--- src/design/wb_bus_defines.svh ---
// Bus widths, RAM depths and the slave address map
// Windows must not overlap; decode priority is RAM0, RAM1, REGS
// RAM depths must be powers of two and fit inside a 4 KiB window
`ifndef WB_BUS_DEFINES_SVH
`define WB_BUS_DEFINES_SVH

// Data path and byte lanes
`define WB_DAT_W 16
`define WB_SEL_W (`WB_DAT_W / 8)
`define WB_ADR_W 32

// RAM depths in words
`define RAM0_DEPTH 256
`define RAM1_DEPTH 64

// Address map, selected when (adr & mask) == base
`define RAM0_BASE 32'h0000_0000
`define RAM0_MASK 32'hFFFF_F000
`define RAM1_BASE 32'h0000_1000
`define RAM1_MASK 32'hFFFF_F000
`define REGS_BASE 32'h0000_2000
`define REGS_MASK 32'hFFFF_FFF8

`endif

--- src/design/wb_bus_pkg.sv ---
// Shared Wishbone types for the bus subsystem
// Widths come from the defines header
`default_nettype none

`include "wb_bus_defines.svh"

package wb_bus_pkg;

  // One data word on the bus
  typedef logic [`WB_DAT_W-1:0] wb_dat_t;

  // Byte address, bit 0 ignored by every slave
  typedef logic [`WB_ADR_W-1:0] wb_adr_t;

  // Byte selects, bit 1 upper byte, bit 0 lower byte
  typedef logic [`WB_SEL_W-1:0] wb_sel_t;

  // Decoded target of a request
  typedef enum logic [1:0] {
    RAM0,
    RAM1,
    REGS,
    MISS
  } slave_idx_t;

endpackage

`default_nettype wire

--- src/design/wb_regfile.sv ---
// Register slave with three scratch words and a write counter
// Word 3 is read-only and counts writes to words 0 to 2
// Only address bits 2:1 are decoded
`timescale 1ns/1ps
`default_nettype none

`include "wb_bus_defines.svh"

module wb_regfile (
  input  wire                  clk_i,
  input  wire                  rst_i,
  input  wb_bus_pkg::wb_adr_t  adr_i,
  input  wb_bus_pkg::wb_dat_t  dat_i,
  input  wb_bus_pkg::wb_sel_t  sel_i,
  input  wire                  we_i,
  input  wire                  cyc_i,
  input  wire                  stb_i,
  output wb_bus_pkg::wb_dat_t  dat_o,
  output logic                 ack_o
);

  import wb_bus_pkg::*;

  localparam logic [1:0] CNT_WORD = 2'd3;

  wb_dat_t    scratch_q [3];
  wb_dat_t    wr_cnt_q;
  wb_dat_t    rd_word;
  logic [1:0] word;
  logic       access;
  logic       scratch_wr;

  assign word       = adr_i[2:1];
  assign access     = cyc_i & stb_i & ~ack_o;
  // Writes to the counter word are dropped
  assign scratch_wr = access & we_i & (word != CNT_WORD);

  // Ack, scratch words and counter
  always_ff @(posedge clk_i) begin
    if (rst_i) begin
      ack_o    <= 1'b0;
      wr_cnt_q <= '0;
      for (int r = 0; r < 3; r++) begin
        scratch_q[r] <= '0;
      end
    end else begin
      ack_o <= access;
      if (scratch_wr) begin
        for (int b = 0; b < `WB_SEL_W; b++) begin
          if (sel_i[b]) begin
            scratch_q[word][b*8 +: 8] <= dat_i[b*8 +: 8];
          end
        end
        // Wraps naturally at the word width
        wr_cnt_q <= wr_cnt_q + 1'b1;
      end
    end
  end

  // Read select
  assign rd_word = (word == CNT_WORD) ? wr_cnt_q : scratch_q[word];

  // Read data registered with ack
  always_ff @(posedge clk_i) begin
    if (access) begin
      dat_o <= rd_word;
    end
  end

endmodule

`default_nettype wire

--- config.mk ---
export PLATFORM = sky130hd
export DESIGN_NAME = wb_regfile
export DESIGN_NICKNAME = d
export VERILOG_FILES = /design/src/design/wb_bus_pkg.sv /design/src/design/wb_regfile.sv
export VERILOG_INCLUDE_DIRS = /design/src /design/src/design
export SDC_FILE = /design/constraint.sdc
export NUM_CORES = 1
export LEC_CHECK = 0
export BUFFER_PORTS_ARGS = -buffer_cell sky130_fd_sc_hd__buf_2
export CORE_MARGIN = 2
export CORE_UTILIZATION = 30
export DETAILED_ROUTE_END_ITERATION = 7
export GPL_ROUTABILITY_DRIVEN = 0
export SLEW_MARGIN = 25
export SYNTH_ARGS = -nofsm -noshare
export SYNTH_HDL_FRONTEND = slang
export SYNTH_SLANG_ARGS = --single-unit
--- constraint.sdc ---
create_clock -name clk_i -period 1.85 [get_ports clk_i]
set_input_delay 0.185 -clock clk_i [delete_from_list [all_inputs] [get_ports clk_i]]
set_output_delay 0.185 -clock clk_i [all_outputs]
set_load 0.02 [all_outputs]
======== Yosys cells after proc, flatten, opt, wreduce, memory -nomap -nowiden ========
Memories as Yosys holds them, arrays and structs flattened.
Index checks and enable logic that the tools add are counted.
storage, ports and cells
  memories ................................ 1
  logic and storage cells ................. 27
  input bits .............................. 55
  RAM bits ................................ 48
  register bits ........................... 33
  output and inout port bits .............. 17
memory list
  memory     words  bits a word  rd ports  clocked after memory_dff  wr ports  RTL line          source
  scratch_q  3      16           1         0                         3         wb_regfile.sv:26  wb_dat_t scratch_q [3];
operators by class
  reductions and logical operators ........ 1
  bitwise logic cells ..................... 5
  mux-type cells .......................... 14
  $add $sub $neg .......................... 1
  equality and inequality tests ........... 2
operator list
  kind                                           number
  two-way mux 16 bit                             2
  adder 16 x 1 -> 16 bit, second input constant  1
  OR reduction 16 bit                            1
  two-way mux 1 bit                              10
  bitwise AND 1 bit                              4
  two-way mux 2 bit                              2
  equality test 2 bit, second input constant     1
  != test 2 bit, second input constant           1
  inverter 1 bit                                 1

======== Longest topological paths before layout ========
Gate-level depths: netlist (run 1).
  depth after elaboration ................. 9
  gate-level depth with buffers ........... 5
  depth with buffers taken out ............ 4

======== Worst setup path after synthesis (run 1) ========
OpenSTA, ideal clock, no wires.
  path type ............................... reg-to-reg
  from .................................... register ack_o
  to ...................................... memory scratch_q[1][0] in the netlist's numbering (data pin)
  arrival ................................. 1399 ps
  path slack .............................. 320 ps
  required time ........................... 1718 ps
  library setup time ...................... 132 ps
  path buffers ............................ 1
  stages on the path, launching flop included .. 6
  clock period less this slack ............ 1530 ps
  cell sequence ........................... dfxtp_1 and4b_1 buf_2 nand3b_1 nor2_1 and2_1
RTL lines
  item                    RTL line          source
  start, declared         wb_regfile.sv:19  output logic ack_o
  start signal, assigned  wb_regfile.sv:47  ack_o <= access;
  end, declared           wb_regfile.sv:26

======== Final worst setup path (run 1) ========
  from .................................... register ack_o
  to ...................................... register wr_cnt_q[15]
between the ends
  word-level cells in the longest chain between the ends .. 4
ends and longest elaborated chain
  item                             RTL line          source
  inverter 1 bit                   wb_regfile.sv:34  assign access = cyc_i & stb_i & ~ack_o;
  bitwise AND 1 bit                wb_regfile.sv:34
  bitwise AND 1 bit (2 in series)  wb_regfile.sv:36  assign scratch_wr = access & we_i & (word != CNT_WORD);
  end signal, assigned             wb_regfile.sv:55  wr_cnt_q <= wr_cnt_q + 1'b1;
  end, declared                    wb_regfile.sv:27  wb_dat_t wr_cnt_q;
Every way passes these cells.
A chain may end at the register's enable or synchronous reset.

==> flow_metrics.env, run 1 <==
export IMPL_ys_seq_area_share_pct=64.0
export IMPL_via_per_inst=4.68
export IMPL_relSlewSlack_pct=74.6
export IMPL_nets=363
export IMPL_die_h_um=113
export IMPL_setup_violations=0
export IMPL_worst_pin_slew_ns=0.381
export IMPL_cts_resized=0
export IMPL_cellInternalPower_uw=3170
export IMPL_syn_nets=300
export IMPL_synth_area_leader_cell="edfxtp_1"
export IMPL_grt_pass1_wl_um=11700
export IMPL_avgSynthCellArea_um2=14.5
export IMPL_cp_slowest_cell="or3_1"
export IMPL_dp_hpwl_um=5180
export IMPL_drc_errors=0
export IMPL_synthArstFlopShare_pct=0
export IMPL_cp_end_kind="flop"
export IMPL_synth_edff_count=64
export IMPL_clk_pin_slew_ns=0.06
export IMPL_cts_buffer_depth=2
export IMPL_fp_dieW_um=113
export IMPL_total_leakage_power_uw=0.00162
export IMPL_tns_ns=0
export IMPL_critPathMaxFanout=7
export IMPL_power_frac_comb_pct=6.3
export IMPL_clk_latency_ns=0.34
export IMPL_yosysWarnings=0
export IMPL_core_rowCount=39
export IMPL_r2r_start="ack_o"
export IMPL_critPathLaunch="ack_o"
export IMPL_tritoncts="yes"
export IMPL_hp_class="input pin to flop"
export IMPL_cap_viol_max_count=0
export IMPL_grt_overflow_total=0
export IMPL_cts_root_buf="clkbuf_16"
export IMPL_synth_main_ff_cell="edfxtp_1"
export IMPL_cts_buffers=9
export IMPL_synth_top_cell_area_share_pct=54.4
export IMPL_crit_path_end="wr_cnt_q[15]"
export IMPL_start_util_pct=30.8
export IMPL_irDropWorstVdd_mv=0.326
export IMPL_postCtsSetupRepairBufs=0
export IMPL_wirelength_um=7230
export IMPL_layout_min_cycle_time_ns=1.68
export IMPL_dr_first_iter_drc_count=77
export IMPL_synthCells=244
export IMPL_track_usage_pct=12.4
export IMPL_syn_to_final_growth_pct=23.1
export IMPL_multi_input_area_um2=1230
export IMPL_cts_sinks=81
export IMPL_core_um2=11500
export IMPL_report_final_slew_viol_count=0
export IMPL_ant_nets=0
export IMPL_hold_violations=0
export IMPL_grt_max_degree=17
export IMPL_diodes=0
export IMPL_rsz0062_at_grt="no"
export IMPL_fill_cells=1089
export IMPL_dr_pass1_iters=5
export IMPL_crit_type="flop to flop"
export IMPL_grt_pass1_vias=2234
export IMPL_register_area_um2=2260
export IMPL_status="finished clean"
export IMPL_critPathMaxStageDelay_ns=0.43
export IMPL_final_util_pct=37.9
export IMPL_worstRegToRegCells=4
export IMPL_post_drt_wl_per_cell_um=15.9
export IMPL_fmax_ghz=0.595
export IMPL_antenna_found_initial=0
export IMPL_synth_seq_cells=81
export IMPL_cp_cell_sequence="and4b_1 -> nand4_1 -> or3_1 -> a21oi_1"
export IMPL_drive_gt1_share_pct=29.5
export IMPL_r2r_slack_ns=0.17
export IMPL_swShare_pct=20.6
export IMPL_pwr_share_seq_pct=51.3
export IMPL_syn_area_um2=3530
export IMPL_pwr_density_cell_nw_per_um2=918
export IMPL_cp_arrival_ns=1.95
export IMPL_p_sw_uw=822
export IMPL_synthTopCellsByArea="edfxtp_1, mux4_2, dfxtp_1"
export IMPL_die_area_um2=12700
export IMPL_cp_required_ns=2.12
export IMPL_io_pin_count=72
export IMPL_timing_rr_end="wr_cnt_q[15]"
export IMPL_skew_ns=0.00563
export IMPL_synth_most_common_cell="edfxtp_1"
export IMPL_port_buffers=41
export IMPL_clockPowerShare_pct=42.4
export IMPL_synth_cell_types=31
export IMPL_postCtsHoldBufs=0
export IMPL_synth_common_cells="edfxtp_1, and2_1, dfxtp_1"
export IMPL_num_vias=2128
export IMPL_htreeDepth=3
export IMPL_period_share_pct=90.8
export IMPL_startpoint_type="flop"
[final cells by class]
cell class	count	area share, %
repair buffers	60	8.86
clock inverters	2	0.230
clock buffers	14	6.33
inverters	1	0.0863
well taps	143	4.12
multi-input cells	154	28.3
flip-flops and latches	81	52.0
[metal layers]
metal / up-vias / GRT usage, % / share of wire, %
met5: - / 0 / 0
met4: 0 / 7.56 / 2.7
met3: 14 / 2.27 / 3.2
met2: 35 / 20.0 / 49
met1: 1027 / 15.5 / 45
li1: 1052 / - / -
[critical path, delay by kind of cell (launching register included)]
kind | cells | cell delay [ns]
compound gates | 1 | 0.14
flops | 1 | 0.33
simple gates | 3 | 1.14
[registers in the layout (all words and copies together) (netlist names)]
register and flops:
dat_o 16, wr_cnt_q 16, scratch_q 48, ack_o 1
[kinds of logic after synthesis]
logic type	share of synthesized area [%]
flops	64.0
compound gates	4.14
xor+xnor	1.98
mux	10.2
fa+ha+maj	0.354
simple gates	18.2
buf+inv	1.06
[placed cells by master, fill, tap and decap left out]
cell / instances
nand4_1: 6
a21boi_4: 1
inv_1: 1
o21ai_0: 4
clkinv_2: 2
dfxtp_1: 17
o31ai_1: 3
clkbuf_16: 10
buf_2: 41
nor3_1: 2
nor2_1: 15
and4b_1: 1
and2_1: 50
a21o_1: 6
or4_1: 3
xnor2_1: 1
edfxtp_1: 64
buf_12: 3
nand2_1: 7
or3_1: 5
nand3_4: 1
and4_1: 3
a21oi_1: 8
ha_1: 1
nand4b_1: 1
nor3b_1: 2
buf_4: 16
and3_1: 1
xor2_1: 7
nand3_2: 1
clkbuf_8: 1
nand3_1: 5
nand2b_1: 2
nand3b_1: 2
mux4_2: 16
clkbuf_1: 3
[through the flow]
| stage | worst slack [ns] | instance area [um2] | cells | power (uW) | hold WS [ns] |
|---|---|---|---|---|---|
| floorplan | 0.320 | 3530 | 244 | 2220 | 0.328 |
| global placement | 0.211 | 4060 | 439 | 2340 | 0.454 |
| detailed placement | 0.189 | 4060 | 439 | 2340 | 0.467 |
| CTS | 0.165 | 4350 | 455 | 4030 | 0.107 |
| global route | 0.000949 | 4350 | 455 | 4110 | 0.160 |
| finish | 0.170 | 4350 | 455 | 3990 | 0.113 |
[power groups by stage]
stage,Sequential (uW),Combinational (uW),Clock [uW]
global route,2050,272,1790
floorplan,2110,115,0
global placement,2080,255,0
finish,2050,250,1690
CTS,2050,257,1720
detailed placement,2090,257,0
[worst min-delay path by stage]
stage / to / slack (ns) / start / depth (start not counted)
2_1_floorplan: ack_o / 0.33 / stb_i / 2
3_3_place_gp: ack_o / 0.45 / stb_i / 3
3_5_place_dp: ack_o / 0.47 / cyc_i / 3
4_1_cts: ack_o / 0.11 / cyc_i / 3
5_1_grt: ack_o / 0.16 / cyc_i / 3
6_report: ack_o / 0.11 / cyc_i / 3
Power figures use the tool's default switching activity.
==> run 2, diff against run 1 <==
Settings changed: CORE_ASPECT_RATIO from default to 0.7.
==> run 2 against run 1 <==
Against the previous run:
- worst setup slack got worse by 0.074 ns
- clock skew about the same
- non-clock buffer count decreased by 2
- sequential share of layout area decreased by 0.43 points
- largest cell class unchanged
==> flow_metrics.env, run 2 (synthesis results as in run 1) <==
export IMPL_min_to="ack_o"
export IMPL_path_buf_inv=0
export IMPL_p_sw_uw=900
export IMPL_cts_buffers=9
export IMPL_r2r_slack_ns=0.1
export IMPL_swShare_pct=21.9
export IMPL_clockPowerShare_pct=44.0
export IMPL_cp_arrival_ns=2.02
export IMPL_cp_cell_sequence="and4b_1 -> nand4_1 -> or3_1 -> a21oi_1"
export IMPL_syn_to_final_growth_pct=24.1
export IMPL_hold_violations=0
export IMPL_dr_pass1_iters=4
export IMPL_power_uw=4110
export IMPL_worst_pin_slew_ns=0.349
export IMPL_die_area_um2=12700
export IMPL_largest_reg_flops=48
export IMPL_power_frac_comb_pct=6.2
export IMPL_core_rowCount=33
export IMPL_nets=361
export IMPL_fmax_ghz=0.570
export IMPL_grt_pass1_wl_um=11800
export IMPL_tritoncts="yes"
export IMPL_grt_max_degree=17
export IMPL_irDropWorstVdd_mv=0.510
export IMPL_cp_end_kind="flop"
export IMPL_fill_cells=1109
export IMPL_setup_ws_ns=0.0955
export IMPL_cts_buffer_depth=2
export IMPL_rsz0062_at_grt="no"
export IMPL_io_pin_count=72
export IMPL_r2r_start="ack_o"
export IMPL_htreeDepth=3
export IMPL_clk_latency_ns=0.33
export IMPL_die_h_um=94.8
export IMPL_num_vias=2187
export IMPL_wirelength_um=7420
export IMPL_ant_nets=0
export IMPL_drc_errors=0
export IMPL_layout_common_cells="edfxtp_1, and2_1, buf_2"
export IMPL_track_usage_pct=12.5
export IMPL_critPathTopFamily="simple AND/OR/NAND/NOR gates"
export IMPL_multi_input_area_um2=1230
export IMPL_clk_pin_slew_ns=0.06
export IMPL_port_buffers=41
export IMPL_antenna_found_initial=0
export IMPL_status="finished clean"
export IMPL_hp_class="input pin to flop"
export IMPL_tns_ns=0
export IMPL_whs_path_depth=3
export IMPL_top_regs="scratch_q x48, dat_o x16, wr_cnt_q x16"
export IMPL_setup_violations=0
export IMPL_cts_sinks=81
export IMPL_min_from="stb_i"
export IMPL_dpl_worst_slack_ns=0.0752
export IMPL_post_drt_wl_per_cell_um=15.9
export IMPL_relSlewSlack_pct=76.7
export IMPL_diodes=0
export IMPL_register_area_um2=2260
export IMPL_worstRegToRegCells=4
export IMPL_grt_pass1_vias=2211
export IMPL_cellInternalPower_uw=3210
export IMPL_max_flop_register="scratch_q"
export IMPL_pwr_density_cell_nw_per_um2=937
export IMPL_skew_ns=0.00593
export IMPL_dr_first_iter_drc_count=150
export IMPL_crit_type="flop to flop"
export IMPL_startpoint_type="flop"
export IMPL_cap_viol_max_count=0
export IMPL_cp_slowest_cell="and4b_1"
export IMPL_dp_hpwl_um=5220
export IMPL_final_common_cell="edfxtp_1"
export IMPL_period_share_pct=94.8
export IMPL_total_leakage_power_uw=0.00162
export IMPL_cp_required_ns=2.11
export IMPL_critPathMaxFanout=7
export IMPL_start_util_pct=30.4
export IMPL_layout_min_cycle_time_ns=1.75
export IMPL_report_final_slew_viol_count=0
export IMPL_core_um2=11600
export IMPL_pwr_share_seq_pct=49.8
export IMPL_critPathMaxStageDelay_ns=0.47
export IMPL_via_per_inst=4.68
export IMPL_cts_root_buf="clkbuf_16"
export IMPL_grt_overflow_total=0
export IMPL_timing_rr_end="wr_cnt_q[15]"
export IMPL_fp_dieW_um=134
export IMPL_drive_gt1_share_pct=30.3
[run 2: cell count changes in the layout (fill, tap and decap cells not counted), sizes merged]
| cell | change |
|---|---|
| buf | -2 |
| inv | +2 |
| bufinv | +1 |
| clkinvlp | +1 |
| clkbuf | -4 |
[run 2: power by group through the flow]
| stage | combinational (uW) | clock (uW) | sequential (uW) |
|---|---|---|---|
| floorplan | 115 | 0 | 2110 |
| global placement | 255 | 0 | 2080 |
| detailed placement | 259 | 0 | 2090 |
| CTS | 259 | 1840 | 2050 |
| global route | 273 | 1920 | 2050 |
| finish | 254 | 1810 | 2050 |
[run 2: final cells by class]
class	count	share of cell area (%)
sequential	81	51.6
multi-input combinational	154	28.2
timing repair buffer	58	8.73
clock buffer	10	5.22
tap	157	4.48
clock inverter	6	1.71
inverter	1	0.0856
[run 2: routing by layer]
metal  up-vias  routed length, um  global-route usage, %  part of all wire (%)
met2        53               3580                   20.6                    48
li1       1049                  -                      -                     -
met4         0                 75                   3.46                   1.0
met3         6                301                   3.01                   4.1
met1      1079               3470                   16.7                    47
met5         -                  0                      0                     0
[run 2: what timing repair did]
item / CTS / global route
hold buffers: 0 / 0
endpoints found under the setup margin: 0 / 16
resized for setup: 0 / 2
setup buffers: 0 / 0
[run 2: metrics by stage]
stage	utilization [%]	cell area [um2]	hold slack, ns	cells
2_1_floorplan	-	3530	0.328	244
3_3_place_gp	35.1	4080	0.470	451
3_5_place_dp	35.1	4080	0.471	451
6_report	37.8	4380	0.132	467
4_1_cts	37.8	4380	0.118	467
5_1_grt	37.8	4380	0.124	467
[run 2: tightest hold or removal path, stage by stage]
cell     delay (ns)
buf_2          0.11
nand2_1        0.08
nor3_1         0.05
[run 2: worst max-delay path by stage]
stage               start          endpoint  cells after the start
detailed placement  ack_o  scratch_q[0][12]                      3
floorplan           ack_o   scratch_q[1][0]                      5
global route        ack_o      wr_cnt_q[15]                      4
global placement    ack_o      wr_cnt_q[15]                      4
finish              ack_o      wr_cnt_q[15]                      4
CTS                 ack_o  scratch_q[0][14]                      3
