==> src/design/wb_bus_defines.svh <==
// Bus widths, RAM depths and the slave address map
// Windows must not overlap; decode priority is RAM0, RAM1, REGS
// RAM depths must be powers of two and fit inside a 4 KiB window
`ifndef WB_BUS_DEFINES_SVH
`define WB_BUS_DEFINES_SVH

// Data path and byte lanes
`define WB_DAT_W 16
`define WB_SEL_W (`WB_DAT_W / 8)
`define WB_ADR_W 32

// RAM depths in words
`define RAM0_DEPTH 256
`define RAM1_DEPTH 64

// Address map, selected when (adr & mask) == base
`define RAM0_BASE 32'h0000_0000
`define RAM0_MASK 32'hFFFF_F000
`define RAM1_BASE 32'h0000_1000
`define RAM1_MASK 32'hFFFF_F000
`define REGS_BASE 32'h0000_2000
`define REGS_MASK 32'hFFFF_FFF8

`endif

==> src/design/wb_bus_pkg.sv <==
// Shared Wishbone types for the bus subsystem
// Widths come from the defines header
`default_nettype none

`include "wb_bus_defines.svh"

package wb_bus_pkg;

  // One data word on the bus
  typedef logic [`WB_DAT_W-1:0] wb_dat_t;

  // Byte address, bit 0 ignored by every slave
  typedef logic [`WB_ADR_W-1:0] wb_adr_t;

  // Byte selects, bit 1 upper byte, bit 0 lower byte
  typedef logic [`WB_SEL_W-1:0] wb_sel_t;

  // Decoded target of a request
  typedef enum logic [1:0] {
    RAM0,
    RAM1,
    REGS,
    MISS
  } slave_idx_t;

endpackage

`default_nettype wire

==> src/design/wb_intercon.sv <==
// Single-master shared-bus interconnect for three slaves
// Unmapped addresses get a one-cycle ack with zero read data
// Master must hold the request steady until ack and then drop stb
`timescale 1ns/1ps
`default_nettype none

`include "wb_bus_defines.svh"

module wb_intercon (
  input  wire                  clk_i,
  input  wire                  rst_i,
  // Master side
  input  wb_bus_pkg::wb_adr_t  wbm_adr_i,
  input  wb_bus_pkg::wb_dat_t  wbm_dat_i,
  input  wb_bus_pkg::wb_sel_t  wbm_sel_i,
  input  wire                  wbm_we_i,
  input  wire                  wbm_cyc_i,
  input  wire                  wbm_stb_i,
  output wb_bus_pkg::wb_dat_t  wbm_dat_o,
  output logic                 wbm_ack_o,
  // Shared slave request fields
  output wb_bus_pkg::wb_adr_t  wbs_adr_o,
  output wb_bus_pkg::wb_dat_t  wbs_dat_o,
  output wb_bus_pkg::wb_sel_t  wbs_sel_o,
  output logic                 wbs_we_o,
  output logic                 wbs_cyc_o,
  // Slave 0, RAM0
  output logic                 wbs_0_stb_o,
  input  wb_bus_pkg::wb_dat_t  wbs_0_dat_i,
  input  wire                  wbs_0_ack_i,
  // Slave 1, RAM1
  output logic                 wbs_1_stb_o,
  input  wb_bus_pkg::wb_dat_t  wbs_1_dat_i,
  input  wire                  wbs_1_ack_i,
  // Slave 2, register block
  output logic                 wbs_2_stb_o,
  input  wb_bus_pkg::wb_dat_t  wbs_2_dat_i,
  input  wire                  wbs_2_ack_i
);

  import wb_bus_pkg::*;

  slave_idx_t slave_idx;
  logic       req;
  logic       sel_ram0;
  logic       sel_ram1;
  logic       sel_regs;
  logic       sel_miss;
  logic       miss_ack_q;

  // Fixed-priority decode, map is disjoint so order only breaks ties
  always_comb begin
    if ((wbm_adr_i & `RAM0_MASK) == `RAM0_BASE) begin
      slave_idx = RAM0;
    end else if ((wbm_adr_i & `RAM1_MASK) == `RAM1_BASE) begin
      slave_idx = RAM1;
    end else if ((wbm_adr_i & `REGS_MASK) == `REGS_BASE) begin
      slave_idx = REGS;
    end else begin
      slave_idx = MISS;
    end
  end

  // One-hot selects from the decoded index
  assign sel_ram0 = (slave_idx == RAM0);
  assign sel_ram1 = (slave_idx == RAM1);
  assign sel_regs = (slave_idx == REGS);
  assign sel_miss = (slave_idx == MISS);

  // Active request from the master
  assign req = wbm_cyc_i & wbm_stb_i;

  // Request fields go to every slave unchanged
  assign wbs_adr_o = wbm_adr_i;
  assign wbs_dat_o = wbm_dat_i;
  assign wbs_sel_o = wbm_sel_i;
  assign wbs_we_o  = wbm_we_i;
  assign wbs_cyc_o = wbm_cyc_i;

  // Only the decoded slave sees a strobe
  assign wbs_0_stb_o = req & sel_ram0;
  assign wbs_1_stb_o = req & sel_ram1;
  assign wbs_2_stb_o = req & sel_regs;

  // Miss responder, same one-cycle pulse as a slave
  always_ff @(posedge clk_i) begin
    if (rst_i) begin
      miss_ack_q <= 1'b0;
    end else begin
      miss_ack_q <= req & sel_miss & ~miss_ack_q;
    end
  end

  // Combined acknowledge, at most one source is active
  assign wbm_ack_o = wbs_0_ack_i | wbs_1_ack_i | wbs_2_ack_i | miss_ack_q;

  // AND-OR read mux
  // A miss selects no slave, so the result is zero
  assign wbm_dat_o = ({`WB_DAT_W{sel_ram0}} & wbs_0_dat_i)
                   | ({`WB_DAT_W{sel_ram1}} & wbs_1_dat_i)
                   | ({`WB_DAT_W{sel_regs}} & wbs_2_dat_i);

endmodule

`default_nettype wire

==> config.mk <==
export PLATFORM = sky130hd
export DESIGN_NAME = wb_intercon
export DESIGN_NICKNAME = d
export VERILOG_FILES = /design/src/design/wb_bus_pkg.sv /design/src/design/wb_intercon.sv
export VERILOG_INCLUDE_DIRS = /design/src /design/src/design
export SDC_FILE = /design/constraint.sdc
export NUM_CORES = 1
export LEC_CHECK = 0
export ABC_AREA = 0
export BUFFER_PORTS_ARGS = -buffer_cell sky130_fd_sc_hd__clkbuf_2
export CORE_AREA = 2 2 69 71
export DETAILED_ROUTE_END_ITERATION = 10
export DIE_AREA = 0 0 71 73
export GPL_TIMING_DRIVEN = 0
export PLACE_DENSITY_LB_ADDON = 0.05
export SKIP_LAST_GASP = 1
export SLEW_MARGIN = 20
export SYNTH_ARGS = -nofsm -noshare
export SYNTH_HDL_FRONTEND = slang
export SYNTH_SLANG_ARGS = --single-unit
==> constraint.sdc <==
create_clock -name clk_i -period 1.9 [get_ports clk_i]
set_input_delay 0.38 -clock clk_i [delete_from_list [all_inputs] [get_ports clk_i]]
set_output_delay 0.38 -clock clk_i [all_outputs]
set_load 0.005 [all_outputs]
# Yosys cells after proc, flatten, opt, wreduce, memory -nomap -nowiden

Index checks and enable logic that the tools add are counted.

Flip-flop bits (word level): 1
Bits of input ports: 106
Output and inout port bits: 72
Logic and storage cells: 26

Equality and inequality tests: 5
Mux-type cells: 3
Bitwise logic cells: 15
Reductions and logical operators: 2

Operator list:

| kind                                                               | number |
|---|---|
| 16-bit AND                                                         | 3 |
| 32-bit zero test                                                   | 1 |
| 16-bit OR                                                          | 2 |
| 29-bit by 11-bit == test with 1-bit output (second input constant) | 1 |
| 20-bit by 1-bit == test with 1-bit output (second input constant)  | 1 |
| 1-bit AND                                                          | 6 |
| 2-bit == test (second input constant)                              | 2 |
| 2-bit two-way mux                                                  | 2 |
| 1-bit OR                                                           | 3 |
| 2-bit by 1-bit == test with 1-bit output (second input constant)   | 1 |
| 2-bit zero test                                                    | 1 |
| 1-bit two-way mux                                                  | 1 |
| 1-bit NOT                                                          | 1 |

# Logic depth before layout (Yosys ltp)

Gate-level depths: netlist of run 1.

Word-level depth: 8
Mapped depth: 5
Mapped depth without buffers: 3

# Worst setup path before layout of run 1

No wires, ideal clock.

Path kind: input -> output
Start: in wbm_adr_i[12]
End: out wbs_2_stb_o
Arrival: 1.479 ns
Data required time: 1.520 ns
Slack: 0.041 ns
Stages on the path: 5
Path buffers: 2
Cells stage by stage: buf_6 > nor4_4 > buf_6 > nand4_2 > nor4_2

Longest elaborated chain between the ends: 6
Elaborated cells between the ends (all ways): 8
Those cells by class: eq/ne (3); mux (3); bitwise (1); reduce/logical (1)

Ends and longest elaborated chain:

| element                                                     | RTL line          | RTL |
|---|---|---|
| start, declared                                             | wb_intercon.sv:13 | `input wb_bus_pkg::wb_adr_t wbm_adr_i,` |
| 29-bit by 11-bit == test with 1-bit output (no source line) | -                 |  |
| 1-bit two-way mux                                           | wb_intercon.sv:57 | `` end else if ((wbm_adr_i & `REGS_MASK) == `REGS_BASE) begin `` |
| 2-bit two-way mux                                           | wb_intercon.sv:55 | `` end else if ((wbm_adr_i & `RAM1_MASK) == `RAM1_BASE) begin `` |
| 2-bit two-way mux (*)                                       | wb_intercon.sv:53 | `` if ((wbm_adr_i & `RAM0_MASK) == `RAM0_BASE) begin `` |
| 2-bit == test (*)                                           | wb_intercon.sv:67 | `assign sel_regs = (slave_idx == REGS);` |
| 1-bit AND (*)                                               | wb_intercon.sv:83 | `assign wbs_2_stb_o = req & sel_regs;` |
| end, declared                                               | wb_intercon.sv:36 | `output logic wbs_2_stb_o,` |

Every way passes the cells marked *; elsewhere a longest branch is shown, timed or not.

# Final worst setup path of run 1

Start: in wbm_adr_i[31]
End: out wbs_2_stb_o

The elaborated chain is that of the path after synthesis.

==> results of run 1 <==
## metrics by stage
step / utilization [%] / power, mW / TNS (ns) / hold WS, ns / setup slack, ns
floorplan: - / 0.203 / 0 / 0.476 / 0.0411
global placement: 46.0 / 0.366 / -4.47 / 0.508 / -0.316
detailed placement: 46.0 / 0.368 / -4.03 / 0.526 / -0.294
CTS: 48.7 / 0.383 / -1.03 / 0.527 / -0.0975
global route: 51.4 / 0.425 / -1.52 / 0.572 / -0.147
finish: 51.4 / 0.390 / -0.754 / 0.526 / -0.119
## worst reg2reg max path, stage by stage, from the launching register on
cell,delay (ns)
dfxtp_1,0.29
nor3_1,0.19
o31a_1,0.17
## worst max path at each step
stage,startpoint,end,slack [ns]
global placement,wbm_adr_i[7],wbm_dat_o[11],-0.32
floorplan,wbm_adr_i[12],wbs_2_stb_o,0.04
global route,wbm_adr_i[28],wbs_2_stb_o,-0.15
detailed placement,wbm_adr_i[7],wbs_2_stb_o,-0.29
finish,wbm_adr_i[31],wbs_2_stb_o,-0.12
CTS,wbm_adr_i[25],wbs_0_stb_o,-0.1
## layout make-up
class	instances	area [um^2]	share of cell area, %
multi-input cells	100	875	37.5
flip-flops and latches	1	20.0	0.858
inverters	1	3.75	0.161
repair buffers	162	883	37.9
plain buffers	62	484	20.8
well taps	54	67.6	2.90
## repair_timing
action | 4_1_cts | 5_1_grt
setup endpoints to repair | 19 | 19
pin swaps | 8 | 16
buffers inserted | 4 | 1
cloned | 2 | 1
resized for setup | 22 | 34
## per-layer routing
metal	vias up	GRT usage, %	part of all wire (%)
met4	0	0.629	0.41
li1	868	-	-
met3	2	2.07	8.9
met2	108	32.6	52
met5	-	0	0
met1	723	18.7	39
## logic make-up (layout without fill, tap and decap cells)
kind of cell | after synthesis | count (layout) | share of synthesized area, %
and+or+nand+nor | 66 | 66 | 32.8
muxes | 16 | 16 | 14.5
buffers and inverters | 64 | 225 | 36.6
DFF | 1 | 1 | 1.61
AOI/OAI and AO/OA | 18 | 18 | 14.5
## cells in the mapped netlist (2+ instances only)
cell,n
a211oi_1,7
a211oi_2,9
and2_1,16
buf_2,5
buf_4,52
buf_6,2
clkbuf_1,4
mux2_2,16
nand2_1,18
nand4_1,17
nor2_1,2
nor4_1,4
nor4_4,2
or4_1,2
## power groups by stage
stage	clock (mW)	combinational (mW)	sequential, mW
2_1_floorplan	0	0.181	0.0226
3_3_place_gp	0	0.343	0.0227
3_5_place_dp	0	0.346	0.0227
4_1_cts	0	0.360	0.0227
5_1_grt	0	0.402	0.0229
6_report	0	0.367	0.0227
==> reports/summary.md, run 1 <==
Job
- 0 — max-capacitance violation count

Pwr
- 5.8% — proportion of power drawn by flip-flops and latches
- 167 nW/um^2 — Power per Cell Area
- 0% — clock power share
- 1.24 nW — Leakage
- 0.0000923 V — IR drop worst, VDD
- 0.247 mW — internal power consumption
- 0.142 mW — total net switching power
- 36.5% — switching power as a share of total power
- 94.2% — portion of total power attributed to combinational logic

Critical path
- output pin — Setup crit end kind
- 3 — number of buffers and inverters on the critical path
- 5 — crit path max fanout
- 2 — depth of the worst register-to-register path
- 1.19 ns — reg-to-reg slack, setup
- simple AND/OR/NAND/NOR gates — kind of cell adding the most delay to the critical path
- 1.52 ns — required arrival time at the worst endpoint
- or4_4 — master of the slowest instance on the critical path
- miss_ack_q — Crit Reg-Reg Endpoint
- input port — element type at the critical path start
- clkbuf_2 > or4_4 > buf_6 > nor4_4 > buf_2 — crit-path cells
- 1.64 ns — data arrival time at the worst-slack endpoint
- 5 — Worst path depth
- miss_ack_q — r2r startpoint
- 0.57 ns — max incr delay on CP
- in2out — critical path start-end classification

Floorplanning
- 73 um — vertical die dimension
- 178 — count of pins on the block boundary
- 25 — standard-cell row count
- 71 um — Die Span X
- 4540 um^2 — core footprint
- 5180 um^2 — area of the die
- 27.5% — starting density of the core

Logic synthesis
- 0 — EDFF count, synth
- 31.3% — proportion of netlist area held by the largest area contributor
- 0% — Async SR Flop Fraction
- 1 — synthesized flop and latch total
- dfxtp_1 — Most used DFF post-synth
- 1.61% — register area share after synthesis
- buf_4 (31%), mux2_2 (14%), a211oi_2 (9.0%) — Area contributors post-synth
- 7.55 um^2 — Avg Synthesized Cell Area
- buf_4 — leading area contributor after synthesis
- 271 — synthesized netlist net count
- 0 — number of warnings reported in the yosys synthesis log
- 165 — gate count after technology mapping
- 23 — Synth cell types
- 1250 um^2 — Syn Std Cell Area

Finish
- 87.2% — signed area change from the synthesized netlist to the final layout
- 1 — max FFs per register
- 380 — Final Instance Count excl. Fillers
- 81.6% — fraction of layout cells with a size suffix above 1
- clkbuf_2 — most common library cell in the layout ignoring fill and taps
- 434 — number of nets in the layout
- clkbuf_2 (142), buf_4 (55), nand2_1 (18) — commonest non-fill, non-tap cells in the layout
- 2330 um^2 — post-route cell area
- 0 — number of inserted diodes
- 476 — Filler cells
- miss_ack_q — largest register by flop count
- miss_ack_q (1) — registers with the most flip-flops

Detailed routing
- 4 — First-pass DRT Iterations
- 12.2 um — post-detailed-route wirelength per cell
- 0 — DRC viols
- 4.65 mm — overall routed net length
- 0 — remaining antenna violation count
- 1701 — via count
- 4.48 — via-per-instance ratio
- 21 — 1st-iter DRT viols

Placement
- 2080 um^2 — instance area after placement
- 373 — Placed Cells
- 0.743 — GP Congestion
- 4.01 mm — HPWL after DPL
- 154 — count of input and output buffers

STA
- 0 — final-report hold violation count
- 106% — crit share post-route
- 0.495 GHz — peak clock frequency supported by timing
- -0.119 ns — smallest setup slack after layout
- 0 — Slew Limit Fails
- yes — setup repair after global routing missed its margin
- 19 — Setup violations, final
- 0.420 ns — slew at the pin closest to its max-slew limit
- 2.02 ns — min Tclk post-route
- 0 ns — worst setup skew after layout
- 71.8% — worst max-slew margin expressed relative to the limit

Clocking
- 0 ns — clock insertion delay at the later pin of the skew report
- 0 ns — Clk pin slew, worst setup/hold paths
- 0 — number of hold buffers added after cts

Hold path
- miss_ack_q — Min-Delay Endpoint
- reg2reg — worst hold path type
- 2 — worst hold stages
- miss_ack_q — startpoint of the lowest-slack hold path

Global routing
- 19 — pin count of the biggest net entering global routing
- 0 — initial antenna violation count
- 7.02 mm — wire length of the first global-routing pass
- 1586 — vias in the first global route
- 16.1% — Total GRT Usage
- 0 — global route overflow

Run status
- finished, violations left — outcome
- negative setup slack — violations in the final reports

Power figures use the tool's default switching activity.
==> inputs of run 2 (changes only) <==
--- a/config.mk
+++ b/config.mk
@@ -13,6 +13,7 @@
 export DIE_AREA = 0 0 71 73
 export GPL_TIMING_DRIVEN = 0
 export PLACE_DENSITY_LB_ADDON = 0.05
+export SKIP_CTS_REPAIR_TIMING = 1
 export SKIP_LAST_GASP = 1
 export SLEW_MARGIN = 20
 export SYNTH_ARGS = -nofsm -noshare
==> run 2 against run 1 <==
Effect of this change:
- the flow still finishes with violations (negative setup slack)
- largest power group unchanged
- sequential share of layout area is 0.055 points higher
- register-to-register slack is essentially flat
- largest cell class unchanged
- global-route usage decreased by 0.98 points
- critical path depth is the same
- worst hold slack improved by 0.0013 ns
- die area did not move
- first-iteration DRC count down 33%
==> reports/summary.md, run 2 (synthesis gave the netlist of run 1 again) <==
Pwr
- 171 nW/um^2 — Power per Cell Area
- 0.0000921 V — IR drop worst, VDD
- 0.376 mW — PnR Total Power
- 1.18 nW — Leakage

Detailed routing
- 4.44 — via-per-instance ratio
- 1674 — via count
- 0 — DRC viols
- 11.8 um — post-detailed-route wirelength per cell
- 3 — First-pass DRT Iterations
- 0 — remaining antenna violation count
- 4.43 mm — overall routed net length
- 14 — 1st-iter DRT viols

Critical path
- in2out — critical path start-end classification
- output pin — Setup crit end kind
- 0.55 ns — max incr delay on CP
- 10 — crit path max fanout
- 3 — number of buffers and inverters on the critical path
- or4_4 — master of the slowest instance on the critical path
- input port — element type at the critical path start
- 1.62 ns — data arrival time at the worst-slack endpoint
- 1.52 ns — required arrival time at the worst endpoint
- clkbuf_2 > or4_4 > buf_6 > nor4_4 > buf_2 — crit-path cells
- simple AND/OR/NAND/NOR gates — kind of cell adding the most delay to the critical path

Finish
- miss_ack_q (1) — registers with the most flip-flops
- miss_ack_q — largest register by flop count
- clkbuf_2 (150), buf_4 (59), nand2_1 (18) — commonest non-fill, non-tap cells in the layout
- 79.9% — fraction of layout cells with a size suffix above 1
- 431 — number of nets in the layout
- clkbuf_2 — most common library cell in the layout ignoring fill and taps
- 75.9% — signed area change from the synthesized netlist to the final layout
- 0 — number of inserted diodes
- 1 — max FFs per register

Placement
- 4.01 mm — HPWL after DPL
- 154 — count of input and output buffers
- -0.294 ns — pre-CTS setup slack
- 0.743 — GP Congestion

Run status
- finished, violations left — outcome
- negative setup slack — violations in the final reports

STA
- 19 — Setup violations, final
- 0.500 GHz — peak clock frequency supported by timing
- 105% — crit share post-route
- 0 ns — worst setup skew after layout
- 0 — Slew Limit Fails
- 0.417 ns — slew at the pin closest to its max-slew limit
- yes — setup repair after global routing missed its margin
- 2.00 ns — min Tclk post-route
- 72.0% — worst max-slew margin expressed relative to the limit
- -0.985 ns — Setup TNS Final
- 0 — final-report hold violation count
- -0.102 ns — smallest setup slack after layout

Floorplanning
- 5180 um^2 — area of the die
- 71 um — Die Span X
- 25 — standard-cell row count
- 178 — count of pins on the block boundary
- 4540 um^2 — core footprint
- 27.5% — starting density of the core
- 73 um — vertical die dimension

Clocking
- 0 ns — clock insertion delay at the later pin of the skew report
- 0 ns — Clk pin slew, worst setup/hold paths

Global routing
- 1535 — vias in the first global route
- 0 — global route overflow
- 15.1% — Total GRT Usage
- 6.60 mm — wire length of the first global-routing pass
- 12 — pin count of the biggest net entering global routing
- 0 — initial antenna violation count

Job
- 0 — max-capacitance violation count

Hold path
- reg2reg — worst hold path type

run 2: changes by cell type in the layout (fill, tap and decap cells not counted), moves of 2 or more:
cell	previous run	this run
a211oi_2	15	11
buf_4	55	59
buf_2	13	8
a211oi_1	1	5
buf_8	2	0
buf_6	11	4
clkbuf_2	142	150
run 2: worst reg2reg max path, stage by stage, from the launching register on:
cell and delay [ns]:
dfxtp_1 0.29, nor3_1 0.19, o31a_1 0.17
run 2: worst paths after layout:
path / startpoint / to / slack (ns) / cells after the start
worst min-delay path: miss_ack_q / miss_ack_q / 0.53 / 2
worst max-delay path: wbm_adr_i[29] / wbs_2_stb_o / -0.10 / 5
worst min register to register: miss_ack_q / miss_ack_q / 0.53 / 2
worst max register to register: miss_ack_q / miss_ack_q / 1.18 / 2
run 2: cell type report:
| cell class | instances | area (um^2) |
|---|---|---|
| Fill cell | 492 | 2340 |
| Sequential cell | 1 | 20.0 |
| Inverter | 1 | 3.75 |
| Timing Repair Buffer | 159 | 808 |
| Buffer | 62 | 470 |
| Multi-Input combinational cell | 100 | 822 |
| Tap cell | 54 | 67.6 |
run 2: power by group:
group / internal (mW) / total [mW] / switching [mW] / leakage [nW]
clock: 0 / 0 / 0 / 0
combinational: 0.218 / 0.353 / 0.134 / 1.18
sequential: 0.0223 / 0.0227 / 0.000420 / 0.00820
run 2: routing by layer:
layer / up-vias / global-route usage (%) / part of all wire (%) / routed length, um
met5: - / 0 / 0 / 0
met4: 0 / 0.839 / 0.43 / 19
met3: 2 / 2.07 / 9.8 / 435
met2: 106 / 30.0 / 51 / 2280
met1: 702 / 17.9 / 38 / 1700
li1: 864 / - / - / -
run 2: stage by stage:
stage          hold slack, ns  area, um^2  std cells  util [%]
5_1_grt                 0.572        2190        377      48.3
6_report                0.527        2190        377      48.3
4_1_cts                 0.527        2080        373      46.0
3_3_place_gp            0.508        2080        373      46.0
2_1_floorplan           0.476        1250        165         -
3_5_place_dp            0.526        2080        373      46.0
==> inputs of run 3 (changes only) <==
--- a/config.mk
+++ b/config.mk
@@ -13,6 +13,7 @@
 export DIE_AREA = 0 0 71 73
 export GPL_TIMING_DRIVEN = 0
 export PLACE_DENSITY_LB_ADDON = 0.05
+export REMOVE_ABC_BUFFERS = 1
 export SKIP_CTS_REPAIR_TIMING = 1
 export SKIP_LAST_GASP = 1
 export SLEW_MARGIN = 20
==> constraint.sdc (replaced) <==
create_clock -name clk_i -period 1.9 [get_ports clk_i]
set_input_delay 0.38 -clock clk_i [delete_from_list [all_inputs] [get_ports clk_i]]
set_output_delay 0.38 -clock clk_i [all_outputs]
set_load 0.01 [all_outputs]
==> run 3 against run 2 <==
Effect of this change:
- core utilization fell by 9.1 points
- highest routed layer is now met5
- combinational power fell by 21%
- clock skew did not move
- register-to-register slack improved by 0.06 ns
- critical path type unchanged
- fmax rose by 1.9%
- final area fell by 19%
- wire length rose by 19%
- sequential power barely moved
- the flow still finishes with violations (negative setup slack)
- critical path depth rose by 3
- worst hold slack got worse by 0.035 ns
==> reports/summary.md, run 3 (synthesis gave the netlist of run 1 again) <==
Finish
- miss_ack_q — largest register by flop count
- 0 — number of inserted diodes
- miss_ack_q (1) — registers with the most flip-flops
- clkbuf_2 — most common library cell in the layout ignoring fill and taps
- 74.1% — fraction of layout cells with a size suffix above 1
- clkbuf_2 (122), nand2_1 (18), nand4_1 (17) — commonest non-fill, non-tap cells in the layout
- 42.7% — signed area change from the synthesized netlist to the final layout
- 504 — Filler cells
- 1 — max FFs per register
- 355 — number of nets in the layout

Hold path
- miss_ack_q — startpoint of the lowest-slack hold path
- miss_ack_q — Min-Delay Endpoint
- reg2reg — worst hold path type
- 2 — worst hold stages

Critical path
- 2 — depth of the worst register-to-register path
- miss_ack_q — Crit Reg-Reg Endpoint
- input port — element type at the critical path start
- in2out — critical path start-end classification
- 1.58 ns — data arrival time at the worst-slack endpoint
- wbm_adr_i[26] — worst setup path startpoint
- output pin — Setup crit end kind
- 1.52 ns — required arrival time at the worst endpoint
- 7 — crit path max fanout
- miss_ack_q — r2r startpoint
- clkbuf_2 > nor4_4 > nand4_1 > buf_6 > buf_8 > buf_4 > a211oi_2 > buf_2 — crit-path cells
- nor4_4 — master of the slowest instance on the critical path
- 1.24 ns — reg-to-reg slack, setup
- 0.26 ns — max incr delay on CP

Detailed routing
- 1501 — via count
- 52 — 1st-iter DRT viols
- 5.25 mm — overall routed net length
- 0 — DRC viols
- 17.4 um — post-detailed-route wirelength per cell
- 4.99 — via-per-instance ratio
- 0 — remaining antenna violation count
- 4 — First-pass DRT Iterations

Pwr
- 0.303 mW — PnR Total Power
- 0.843 nW — Leakage
- 0.0000853 V — IR drop worst, VDD
- 170 nW/um^2 — Power per Cell Area

Global routing
- 0 — global route overflow
- 7.00 mm — wire length of the first global-routing pass
- 1348 — vias in the first global route
- 21 — pin count of the biggest net entering global routing
- 0 — initial antenna violation count
- 17.0% — Total GRT Usage

STA
- 0 ns — worst setup skew after layout
- 18 — Setup violations, final
- 0.509 GHz — peak clock frequency supported by timing
- yes — setup repair after global routing missed its margin
- -0.381 ns — Setup TNS Final
- 0 — Slew Limit Fails
- 1.96 ns — min Tclk post-route
- 0.417 ns — slew at the pin closest to its max-slew limit
- 0 — final-report hold violation count
- 72.1% — worst max-slew margin expressed relative to the limit
- 103% — crit share post-route
- -0.0647 ns — smallest setup slack after layout

Clocking
- 0 ns — clock insertion delay at the later pin of the skew report
- 0 ns — Clk pin slew, worst setup/hold paths

Floorplanning
- 178 — count of pins on the block boundary
- 4540 um^2 — core footprint
- 25 — standard-cell row count
- 73 um — vertical die dimension
- 27.5% — starting density of the core
- 5180 um^2 — area of the die
- 71 um — Die Span X

Placement
- 133 — count of input and output buffers
- 3.89 mm — HPWL after DPL
- 0.689 — GP Congestion

Job
- 0 — max-capacitance violation count

Run status
- negative setup slack — violations in the final reports
- finished, violations left — outcome

run 3: where the power goes:
part	switching [mW]	leakage, nW	internal [mW]	total, mW
Combinational	0.137	0.835	0.143	0.280
Clock	0	0	0	0
Sequential	0.000336	0.00820	0.0223	0.0226
run 3: worst max path at each step:
stage | end | cells past startpoint
global placement | wbs_0_stb_o | 5
finish | wbm_dat_o[7] | 8
CTS | wbs_0_stb_o | 5
global route | wbs_0_stb_o | 7
floorplan | wbs_0_stb_o | 3
detailed placement | wbs_0_stb_o | 5
run 3: metal layers:
layer  part of all wire, %  track usage, %  vias to the layer above
li1                      -               -                      718
met1                    39            19.7                      657
met2                    46            28.1                      120
met3                    14            9.81                        4
met4                  0.55           0.839                        2
met5                  0.70            7.07                        -
run 3: layout make-up:
class                   count  area, um^2  area share [%]
multi-input cells         103         865            48.6
repair buffers            142         818            46.0
well taps                  54        67.6            3.80
inverters                   1        7.51           0.422
flip-flops and latches      1        20.0            1.13
run 3: critical path, delay by kind of cell:
kind | cells | cell delay [ns]
AO/OA/AOI/OAI | 1 | 0.12
AND/OR/NAND/NOR | 2 | 0.40
buffers and inverters | 5 | 0.69
run 3: metrics by stage:
stage	area [um^2]	hold WS, ns	util, %	std cells	worst slack [ns]
2_1_floorplan	793	0.476	-	102	-0.438
3_3_place_gp	1530	0.506	33.7	289	-1.00
3_5_place_dp	1530	0.495	33.7	289	-0.994
4_1_cts	1530	0.495	33.7	289	-1.01
5_1_grt	1780	0.539	39.2	301	-0.125
6_report	1780	0.491	39.2	301	-0.0647
